$ cat src/hw/s16_main_pkg.sv
package s16_main_pkg;

    localparam int DATA_W = 16;
    localparam int BYTE_W = 8;

    // CPU word address, byte address bits 23:1
    typedef union packed {
        // Memory-map fields
        struct packed {
            logic [1:0]  area;
            logic [2:0]  spare;
            logic [2:0]  page;
            logic [14:0] offset;
        } region;
        // I/O register fields
        struct packed {
            logic [9:0]  spare_hi;
            logic [1:0]  io_port;
            logic [8:0]  spare_lo;
            logic [1:0]  io_reg;
        } io;
    } s16_addr_t;

    // Top two address bits
    localparam logic [1:0] AREA_ROM = 2'd0;
    localparam logic [1:0] AREA_VID = 2'd1;
    localparam logic [1:0] AREA_PAL = 2'd2;
    localparam logic [1:0] AREA_SYS = 2'd3;

    // Address bits 18:16 inside an area
    localparam logic [2:0] PAGE_VRAM = 3'd0;
    localparam logic [2:0] PAGE_CHAR = 3'd1;
    localparam logic [2:0] PAGE_OBJ  = 3'd4;
    localparam logic [2:0] PAGE_PAL  = 3'd4;
    localparam logic [2:0] PAGE_IO   = 3'd4;
    localparam logic [2:0] PAGE_RAM  = 3'd7;

    // Address bits 13:12 inside the I/O page
    localparam logic [1:0] IO_PPI = 2'd0;
    localparam logic [1:0] IO_CAB = 2'd1;
    localparam logic [1:0] IO_DIP = 2'd2;

endpackage

$ cat src/hw/s16_cpu_bus_if.sv
`timescale 1ns/1ps

interface s16_cpu_bus_if import s16_main_pkg::*; ();

    // Held stable by the master while req is high
    logic              req;
    logic              rnw;
    s16_addr_t         addr;
    logic              uds;
    logic              lds;
    logic [DATA_W-1:0] wdata;
    // Interrupt acknowledge cycle
    logic              iack;

    modport decode (
        input req,
        input addr
    );

    modport io (
        input req,
        input rnw,
        input addr,
        input lds,
        input wdata
    );

    modport ack (
        input req,
        input iack
    );

endinterface

$ cat src/hw/s16_mem_map.sv
`timescale 1ns/1ps

module s16_mem_map import s16_main_pkg::*; (
    input  logic              clk,
    input  logic              rst,
    s16_cpu_bus_if.decode     bus,
    input  logic              rom_ok,
    input  logic              ram_ok,
    input  logic [DATA_W-1:0] rom_data,
    input  logic [DATA_W-1:0] ram_data,
    input  logic [DATA_W-1:0] char_dout,
    input  logic [DATA_W-1:0] pal_dout,
    input  logic [DATA_W-1:0] obj_dout,
    input  logic [BYTE_W-1:0] cab_dout,
    output logic              rom_cs,
    output logic              ram_cs,
    output logic              vram_cs,
    output logic              char_cs,
    output logic              pal_cs,
    output logic              obj_cs,
    output logic              io_cs,
    output logic              sel_valid,
    output logic              sel_wait,
    output logic [DATA_W-1:0] bus_din
);

    logic       req_q;
    logic       decode_en;
    logic [1:0] area;
    logic [2:0] page;

    assign area = bus.addr.region.area;
    assign page = bus.addr.region.page;

    // Second edge of a held request
    assign decode_en = bus.req && req_q;

    always_ff @(posedge clk or posedge rst) begin
        if (rst) begin
            req_q     <= 1'b0;
            sel_valid <= 1'b0;
            rom_cs    <= 1'b0;
            ram_cs    <= 1'b0;
            vram_cs   <= 1'b0;
            char_cs   <= 1'b0;
            pal_cs    <= 1'b0;
            obj_cs    <= 1'b0;
            io_cs     <= 1'b0;
        end else begin
            req_q     <= bus.req;
            // Unmapped cycles still get sel_valid but no select
            sel_valid <= decode_en;
            rom_cs    <= decode_en && area == AREA_ROM;
            vram_cs   <= decode_en && area == AREA_VID && page == PAGE_VRAM;
            char_cs   <= decode_en && area == AREA_VID && page == PAGE_CHAR;
            obj_cs    <= decode_en && area == AREA_VID && page == PAGE_OBJ;
            pal_cs    <= decode_en && area == AREA_PAL && page == PAGE_PAL;
            io_cs     <= decode_en && area == AREA_SYS && page == PAGE_IO;
            ram_cs    <= decode_en && area == AREA_SYS && page == PAGE_RAM;
        end
    end

    // External memories hold the cycle until their ok
    assign sel_wait = (rom_cs && !rom_ok) || ((ram_cs || vram_cs) && !ram_ok);

    always_ff @(posedge clk) begin
        if (rom_cs) begin
            bus_din <= rom_data;
        end else if (ram_cs || vram_cs) begin
            bus_din <= ram_data;
        end else if (char_cs) begin
            bus_din <= char_dout;
        end else if (pal_cs) begin
            bus_din <= pal_dout;
        end else if (obj_cs) begin
            bus_din <= obj_dout;
        end else if (io_cs) begin
            bus_din <= {{BYTE_W{1'b1}}, cab_dout};
        end else begin
            bus_din <= '1;
        end
    end

    a_sel_onehot: assert property (@(posedge clk) disable iff (rst)
        $onehot0({rom_cs, ram_cs, vram_cs, char_cs, pal_cs, obj_cs, io_cs}));

endmodule

$ cat src/hw/s16_dtack.sv
`timescale 1ns/1ps

module s16_dtack (
    input  logic       clk,
    input  logic       rst,
    s16_cpu_bus_if.ack bus,
    input  logic       sel_valid,
    input  logic       sel_wait,
    output logic       bus_ack
);

    localparam logic [1:0] ST_IDLE  = 2'd0;
    localparam logic [1:0] ST_WAIT  = 2'd1;
    localparam logic [1:0] ST_ACKED = 2'd2;

    logic [1:0] state;

    always_ff @(posedge clk or posedge rst) begin
        if (rst) begin
            state   <= ST_IDLE;
            bus_ack <= 1'b0;
        end else begin
            case (state)
                ST_IDLE: begin
                    if (bus.req) begin
                        state <= ST_WAIT;
                    end
                end
                ST_WAIT: begin
                    // Master gave up early
                    if (!bus.req) begin
                        state <= ST_IDLE;
                    end else if (sel_valid && !sel_wait) begin
                        state   <= ST_ACKED;
                        bus_ack <= 1'b1;
                    end
                end
                ST_ACKED: begin
                    if (!bus.req) begin
                        state   <= ST_IDLE;
                        bus_ack <= 1'b0;
                    end
                end
                default: begin
                    state   <= ST_IDLE;
                    bus_ack <= 1'b0;
                end
            endcase
        end
    end

    a_ack_late: assert property (@(posedge clk) disable iff (rst)
        bus_ack |-> $past(bus.req, 2));

    a_ack_hold: assert property (@(posedge clk) disable iff (rst)
        bus_ack && bus.req |=> bus_ack);

endmodule

$ cat src/hw/s16_cab_io.sv
`timescale 1ns/1ps

module s16_cab_io import s16_main_pkg::*; (
    input  logic              clk,
    input  logic              rst,
    s16_cpu_bus_if.io         bus,
    input  logic              io_cs,
    input  logic [BYTE_W-1:0] joystick1,
    input  logic [BYTE_W-1:0] joystick2,
    input  logic [BYTE_W-1:0] dipsw_a,
    input  logic [BYTE_W-1:0] dipsw_b,
    input  logic [1:0]        start_button,
    input  logic [1:0]        coin_input,
    input  logic              service,
    input  logic              snd_ack,
    output logic [BYTE_W-1:0] cab_dout,
    output logic [BYTE_W-1:0] snd_latch,
    output logic              flip,
    output logic              snd_irq_n
);

    logic [BYTE_W-1:0] port_a;
    logic [BYTE_W-1:0] port_b;
    logic [BYTE_W-1:0] port_c;
    logic [BYTE_W-1:0] rd_val;
    logic              io_cs_q;
    logic              ppi_wr;
    logic [1:0]        io_port;
    logic [1:0]        io_reg;

    // Board wiring of the joystick lines
    function automatic logic [BYTE_W-1:0] sort_joy(input logic [BYTE_W-1:0] joy);
        sort_joy = {joy[1], joy[0], joy[3], joy[2], joy[7], joy[5], joy[4], joy[6]};
    endfunction

    assign io_port = bus.addr.io.io_port;
    assign io_reg  = bus.addr.io.io_reg;

    always_comb begin
        rd_val = '1;
        case (io_port)
            IO_PPI: begin
                case (io_reg)
                    2'd0: rd_val = port_a;
                    2'd1: rd_val = port_b;
                    // Sound CPU handshake comes back on PC6
                    2'd2: rd_val = {port_c[7], snd_ack, port_c[5:0]};
                    default: rd_val = '1;
                endcase
            end
            IO_CAB: begin
                case (io_reg)
                    2'd0: rd_val = {2'b11, start_button, service, 1'b1, coin_input};
                    2'd1: rd_val = sort_joy(joystick1);
                    2'd3: rd_val = sort_joy(joystick2);
                    default: rd_val = '1;
                endcase
            end
            IO_DIP: rd_val = io_reg[0] ? dipsw_b : dipsw_a;
            default: rd_val = '1;
        endcase
    end

    // One load per cycle, on the first edge with the select up
    assign ppi_wr = io_cs && !io_cs_q && !bus.rnw && bus.lds && io_port == IO_PPI;

    always_ff @(posedge clk or posedge rst) begin
        if (rst) begin
            io_cs_q  <= 1'b0;
            cab_dout <= '1;
            port_a   <= '1;
            port_b   <= '0;
            port_c   <= '1;
        end else begin
            io_cs_q <= io_cs;
            if (bus.req) begin
                cab_dout <= rd_val;
            end
            if (ppi_wr) begin
                case (io_reg)
                    2'd0: port_a <= bus.wdata[BYTE_W-1:0];
                    2'd1: port_b <= bus.wdata[BYTE_W-1:0];
                    2'd2: port_c <= bus.wdata[BYTE_W-1:0];
                    // Control word, only mode 0 is supported
                    default: ;
                endcase
            end
        end
    end

    assign snd_latch = port_a;
    assign flip      = port_b[7];
    assign snd_irq_n = port_c[7];

endmodule

$ cat src/hw/s16_vblank_irq.sv
`timescale 1ns/1ps

module s16_vblank_irq #(
    parameter int IRQ_LINE = 223
) (
    input  logic       clk,
    input  logic       rst,
    input  logic [8:0] vdump,
    input  logic       hstart,
    s16_cpu_bus_if.ack bus,
    output logic       irq
);

    logic hstart_q;
    logic line_start;

    // Start of the interrupt line only
    assign line_start = hstart && !hstart_q && vdump == 9'(IRQ_LINE);

    always_ff @(posedge clk or posedge rst) begin
        if (rst) begin
            hstart_q <= 1'b0;
            irq      <= 1'b0;
        end else begin
            hstart_q <= hstart;
            // Acknowledge wins over a new request
            if (bus.req && bus.iack) begin
                irq <= 1'b0;
            end else if (line_start) begin
                irq <= 1'b1;
            end
        end
    end

endmodule

$ cat src/hw/s16_main.sv
`timescale 1ns/1ps

module s16_main import s16_main_pkg::*; #(
    parameter int IRQ_LINE = 223
) (
    input  logic              clk,
    input  logic              rst,
    // CPU bus
    input  logic              bus_req,
    input  logic              bus_rnw,
    input  logic              bus_uds,
    input  logic              bus_lds,
    input  logic              bus_iack,
    input  logic [23:1]       bus_addr,
    input  logic [DATA_W-1:0] bus_dout,
    output logic [DATA_W-1:0] bus_din,
    output logic              bus_ack,
    // Memory and video selects
    output logic              rom_cs,
    output logic              ram_cs,
    output logic              vram_cs,
    output logic              char_cs,
    output logic              pal_cs,
    output logic              obj_cs,
    output logic              io_cs,
    input  logic              rom_ok,
    input  logic              ram_ok,
    input  logic [DATA_W-1:0] rom_data,
    input  logic [DATA_W-1:0] ram_data,
    input  logic [DATA_W-1:0] char_dout,
    input  logic [DATA_W-1:0] pal_dout,
    input  logic [DATA_W-1:0] obj_dout,
    output logic [17:1]       rom_addr,
    output logic [12:1]       cpu_addr,
    output logic              uds_wn,
    output logic              lds_wn,
    // Cabinet and sound
    input  logic [BYTE_W-1:0] joystick1,
    input  logic [BYTE_W-1:0] joystick2,
    input  logic [BYTE_W-1:0] dipsw_a,
    input  logic [BYTE_W-1:0] dipsw_b,
    input  logic [1:0]        start_button,
    input  logic [1:0]        coin_input,
    input  logic              service,
    input  logic              snd_ack,
    output logic [BYTE_W-1:0] snd_latch,
    output logic              flip,
    output logic              snd_irq_n,
    // Video timing
    input  logic [8:0]        vdump,
    input  logic              hstart,
    output logic              irq
);

    logic [BYTE_W-1:0] cab_dout;
    logic              sel_valid;
    logic              sel_wait;

    s16_cpu_bus_if bus ();

    assign bus.req   = bus_req;
    assign bus.rnw   = bus_rnw;
    assign bus.addr  = bus_addr;
    assign bus.uds   = bus_uds;
    assign bus.lds   = bus_lds;
    assign bus.wdata = bus_dout;
    assign bus.iack  = bus_iack;

    assign rom_addr = bus_addr[17:1];
    assign cpu_addr = bus_addr[12:1];

    // Active-low byte write strobes
    assign uds_wn = bus.rnw | ~bus.uds;
    assign lds_wn = bus.rnw | ~bus.lds;

    s16_mem_map u_mem_map (
        .clk       (clk),
        .rst       (rst),
        .bus       (bus.decode),
        .rom_ok    (rom_ok),
        .ram_ok    (ram_ok),
        .rom_data  (rom_data),
        .ram_data  (ram_data),
        .char_dout (char_dout),
        .pal_dout  (pal_dout),
        .obj_dout  (obj_dout),
        .cab_dout  (cab_dout),
        .rom_cs    (rom_cs),
        .ram_cs    (ram_cs),
        .vram_cs   (vram_cs),
        .char_cs   (char_cs),
        .pal_cs    (pal_cs),
        .obj_cs    (obj_cs),
        .io_cs     (io_cs),
        .sel_valid (sel_valid),
        .sel_wait  (sel_wait),
        .bus_din   (bus_din)
    );

    s16_dtack u_dtack (
        .clk       (clk),
        .rst       (rst),
        .bus       (bus.ack),
        .sel_valid (sel_valid),
        .sel_wait  (sel_wait),
        .bus_ack   (bus_ack)
    );

    s16_cab_io u_cab_io (
        .clk          (clk),
        .rst          (rst),
        .bus          (bus.io),
        .io_cs        (io_cs),
        .joystick1    (joystick1),
        .joystick2    (joystick2),
        .dipsw_a      (dipsw_a),
        .dipsw_b      (dipsw_b),
        .start_button (start_button),
        .coin_input   (coin_input),
        .service      (service),
        .snd_ack      (snd_ack),
        .cab_dout     (cab_dout),
        .snd_latch    (snd_latch),
        .flip         (flip),
        .snd_irq_n    (snd_irq_n)
    );

    s16_vblank_irq #(
        .IRQ_LINE (IRQ_LINE)
    ) u_vblank_irq (
        .clk    (clk),
        .rst    (rst),
        .vdump  (vdump),
        .hstart (hstart),
        .bus    (bus.ack),
        .irq    (irq)
    );

endmodule

$ cat config.mk
export PLATFORM = sky130hd
export DESIGN_NAME = s16_main
export DESIGN_NICKNAME = d
export VERILOG_FILES = /design/src/hw/s16_main_pkg.sv /design/src/hw/s16_cpu_bus_if.sv /design/src/hw/s16_mem_map.sv /design/src/hw/s16_dtack.sv /design/src/hw/s16_cab_io.sv /design/src/hw/s16_vblank_irq.sv /design/src/hw/s16_main.sv
export SDC_FILE = /design/constraint.sdc
export NUM_CORES = 1
export LEC_CHECK = 0
export BUFFER_PORTS_ARGS = -buffer_cell sky130_fd_sc_hd__buf_4
export CORE_MARGIN = 2
export CORE_UTILIZATION = 43
export CTS_CLUSTER_DIAMETER = 120
export DETAILED_ROUTE_END_ITERATION = 12
export GPL_TIMING_DRIVEN = 0
export PLACE_DENSITY = 0.92
export SLEW_MARGIN = 5
export SYNTH_ARGS = -nofsm -noshare
export SYNTH_HDL_FRONTEND = slang
export SYNTH_SLANG_ARGS = --single-unit
export TNS_END_PERCENT = 10
$ cat constraint.sdc
create_clock -name clk -period 2.4 [get_ports clk]
set_clock_uncertainty 0.15 [all_clocks]
set_input_delay 0.24 -clock clk [delete_from_list [all_inputs] [get_ports clk]]
set_output_delay 0.24 -clock clk [all_outputs]
set_load 0.01 [all_outputs]
==> qor.txt <==
status = completed
most frequent cells in the layout = buf_4, nand2_1, a21oi_1
Setup Crit Path Kind = reg2reg
Worst Setup Start Kind = flop
mean number of vias per cell = 5.31
Worst Setup Slack post-DPL = 256 ps
drt first pass iters = 5
Cell Rows = 33
synthesized flop and latch total = 62
synth warn = 0
Critical Path End Type = flop
Routed wire per std cell = 17.2 µm
hold buffer count at CTS = 24
share of the synthesized area in the top cell type = 16.6%
synth-to-layout area growth = 61.5%
port bufs = 217
EDFF count, synth = 0
core region area = 8220 µm²
FMAX = 456 MHz
Yosys cell types = 38
residual DRC count = 0
GRT met2 Usage = 49.2%
met1 Use GR = 30.6%
Tcrit/Tclk final = 91.3%
DP HPWL = 9720 µm
global-route wire length before repair = 18,900 µm
CTS Buffer Depth = 2
I/O pins = 242
Worst-Margin Slew = 565 ps
Storage cell area = 1500 µm²
net switching power figure = 0.000677 W
commonest non-fill, non-tap cell in the layout = buf_4
Filler cells = 589
Die Width = 96.1 µm
# setup viols final = 0
Max IR drop VDD = 0.389 mV
Worst-Skew Late Latency = 330 ps
slew margin rel. = 62.3%
met3 usage = 5.09%
setup_tns = 0 ps
gpl congestion = 0.850
initial antenna violation count = 0
Setup WS post-layout = 209 ps
cts repair resizes = 0
post-synthesis cell count = 386
CTS tree = built
Post-CTS Setup Inserts = 0
Yosys top cell by area = dfstp_2
Syn Area/Cell = 9.44 µm²
Post-Syn Area = 3640 µm²
Arrival @ worst endpoint = 2310 ps
Clk pwr share = 38.2%
clock root cell = clkbuf_8
Top Usage Layer GRT = met2
sw frac = 25.1%
Syn Nets = 562
Required @ worst endpoint = 2510 ps
Leak = 2.82 nW
vias = 3,974
ys async rst share = 74.2%
GRT overflow = 0
Crit Path Max Fanout = 9
die area = 9230 µm²
Max Cap Viol = 0
H-tree level count = 3
Combinational Power Share = 20.4%
# diodes = 0
CTS buffer count = 9
1st-iter DRT viols = 168
GRT Util Overall = 27.1%
post-layout minimum cycle time = 2190 ps
clock sinks = 62
sequential-to-total area share from yosys stat = 41.2%
P per Cell Area = 459 nW/µm²
most area-consuming cells after synthesis = dfstp_2, dfrtp_1, mux2_2, dfxtp_1, buf_4
Final Hold Violating Endpoints = 0
Die Ht = 96.1 µm
fraction of layout cells with a size suffix above 1 = 51.7%
Final #Nets = 815
Cell Int Power = 0.00202 W
wirelength, routed = 12,900 µm
setup repair after global routing missed its margin = no
Hold Path Class = in2reg
Reg power frac = 41.4%
Routed Antenna Nets = 0
Worst-path clk slew = 80 ps
Final Max Slew Viols = 0
most frequently used flop master after synthesis = dfstp_2
vias in the first global route = 3,963
largest net degree at the start of global routing = 45
footprint of the multi-input gates = 1760 µm²
Initial Util = 44.3%
-- cells in the mapped netlist, types with 2 or more instances --
master and n:
buf_2 3, nor3_1 9, buf_1 3, nor2_1 19, nand3_1 3, dfrtp_1 23
buf_4 29, dfxtp_1 16, mux2i_1 8, inv_1 14, nor2b_1 17, a21oi_1 33
o21ai_0 20, nor4_1 2, a41oi_1 4, nor3b_1 8, clkbuf_1 18, o22ai_1 5
a221oi_1 8, o311ai_0 8, o221ai_1 16, dfstp_2 23, mux2_4 8, nand2_1 40
mux2_2 31, nand2b_1 5, buf_6 2
-- final cells by class --
type	instances	share of cell area (%)
Tap cell	105	2.23
Multi-Input combinational cell	255	29.8
Sequential cell	62	25.5
Clock inverter	7	1.66
Timing Repair Buffer	242	32.1
Clock buffer	9	2.10
Buffer	55	5.68
Inverter	14	0.893
-- final timing paths --
kind / cells past startpoint / end / slack (ps) / from
worst max-delay path: 5 / u_cab_io.snd_latch[0]$_DFFE_PP1P_ / 210 / u_mem_map.io_cs$_DFF_PP0_
worst max register to register: 5 / u_cab_io.snd_latch[0]$_DFFE_PP1P_ / 210 / u_mem_map.io_cs$_DFF_PP0_
min in group asynchronous: 3 / u_cab_io.snd_latch[4]$_DFFE_PP1P_ / 340 / rst
worst min register to register: 0 / u_cab_io.io_cs_q$_DFF_PP0_ / 310 / u_mem_map.io_cs$_DFF_PP0_
max in group asynchronous: 4 / u_cab_io.cab_dout[7]$_DFFE_PP1P_ / 1450 / rst
worst min-delay path: 3 / u_mem_map.bus_din[0]$_DFF_P_ / 7 / rom_data[0]
-- cells by family (layout without fill, tap and decap cells) --
family / Yosys count / in the layout / synth area share, %
buffers and inverters: 69 / 327 / 10.6
DFF: 62 / 62 / 41.2
AOI/OAI and AO/OA: 96 / 96 / 17.4
and+or+nand+nor: 112 / 112 / 15.8
muxes: 47 / 47 / 15.1
-- stage by stage --
| stage | utilization (%) | instance area [µm²] | power [W] | hold WS [ps] | std cells |
|---|---|---|---|---|---|
| floorplan | - | 3640 | 0.00133 | 121 | 386 |
| global placement | 65.8 | 5400 | 0.00163 | 209 | 708 |
| detailed placement | 66.0 | 5420 | 0.00165 | 143 | 709 |
| CTS | 71.6 | 5890 | 0.00271 | 0.255 | 749 |
| global route | 71.6 | 5890 | 0.00282 | 9.58 | 749 |
| finish | 71.6 | 5890 | 0.00270 | 7.01 | 749 |
-- routing by layer --
metal	vias to the layer above	part of all wire, %
li1	1880	-
met1	1855	38
met2	203	51
met3	36	8.0
met4	0	3.0
met5	-	0
-- power groups by stage --
stage | Sequential [W] | Combinational, W | Clock, W
detailed placement | 0.00114 | 0.000516 | 0
finish | 0.00112 | 0.000551 | 0.00103
floorplan | 0.00114 | 0.000195 | 0
global route | 0.00112 | 0.000597 | 0.00110
global placement | 0.00113 | 0.000497 | 0
CTS | 0.00112 | 0.000548 | 0.00105
-- flip-flops by register name (all words and copies together), names as in the netlist, 2 cells and up --
name,cells
u_cab_io.snd_latch,8
u_cab_io.port_b,8
u_dtack.state,2
u_cab_io.cab_dout,8
u_cab_io.port_c,7
u_mem_map.bus_din,16
-- worst max-delay path, cell delays in order (launching register included) --
cell,delay (ps)
dfrtp_1,410
buf_2,240
nand4bb_1,170
nor3_1,240
nor3b_4,520
mux2_2,400
Note: power is estimated with default switching activity, not from simulation.
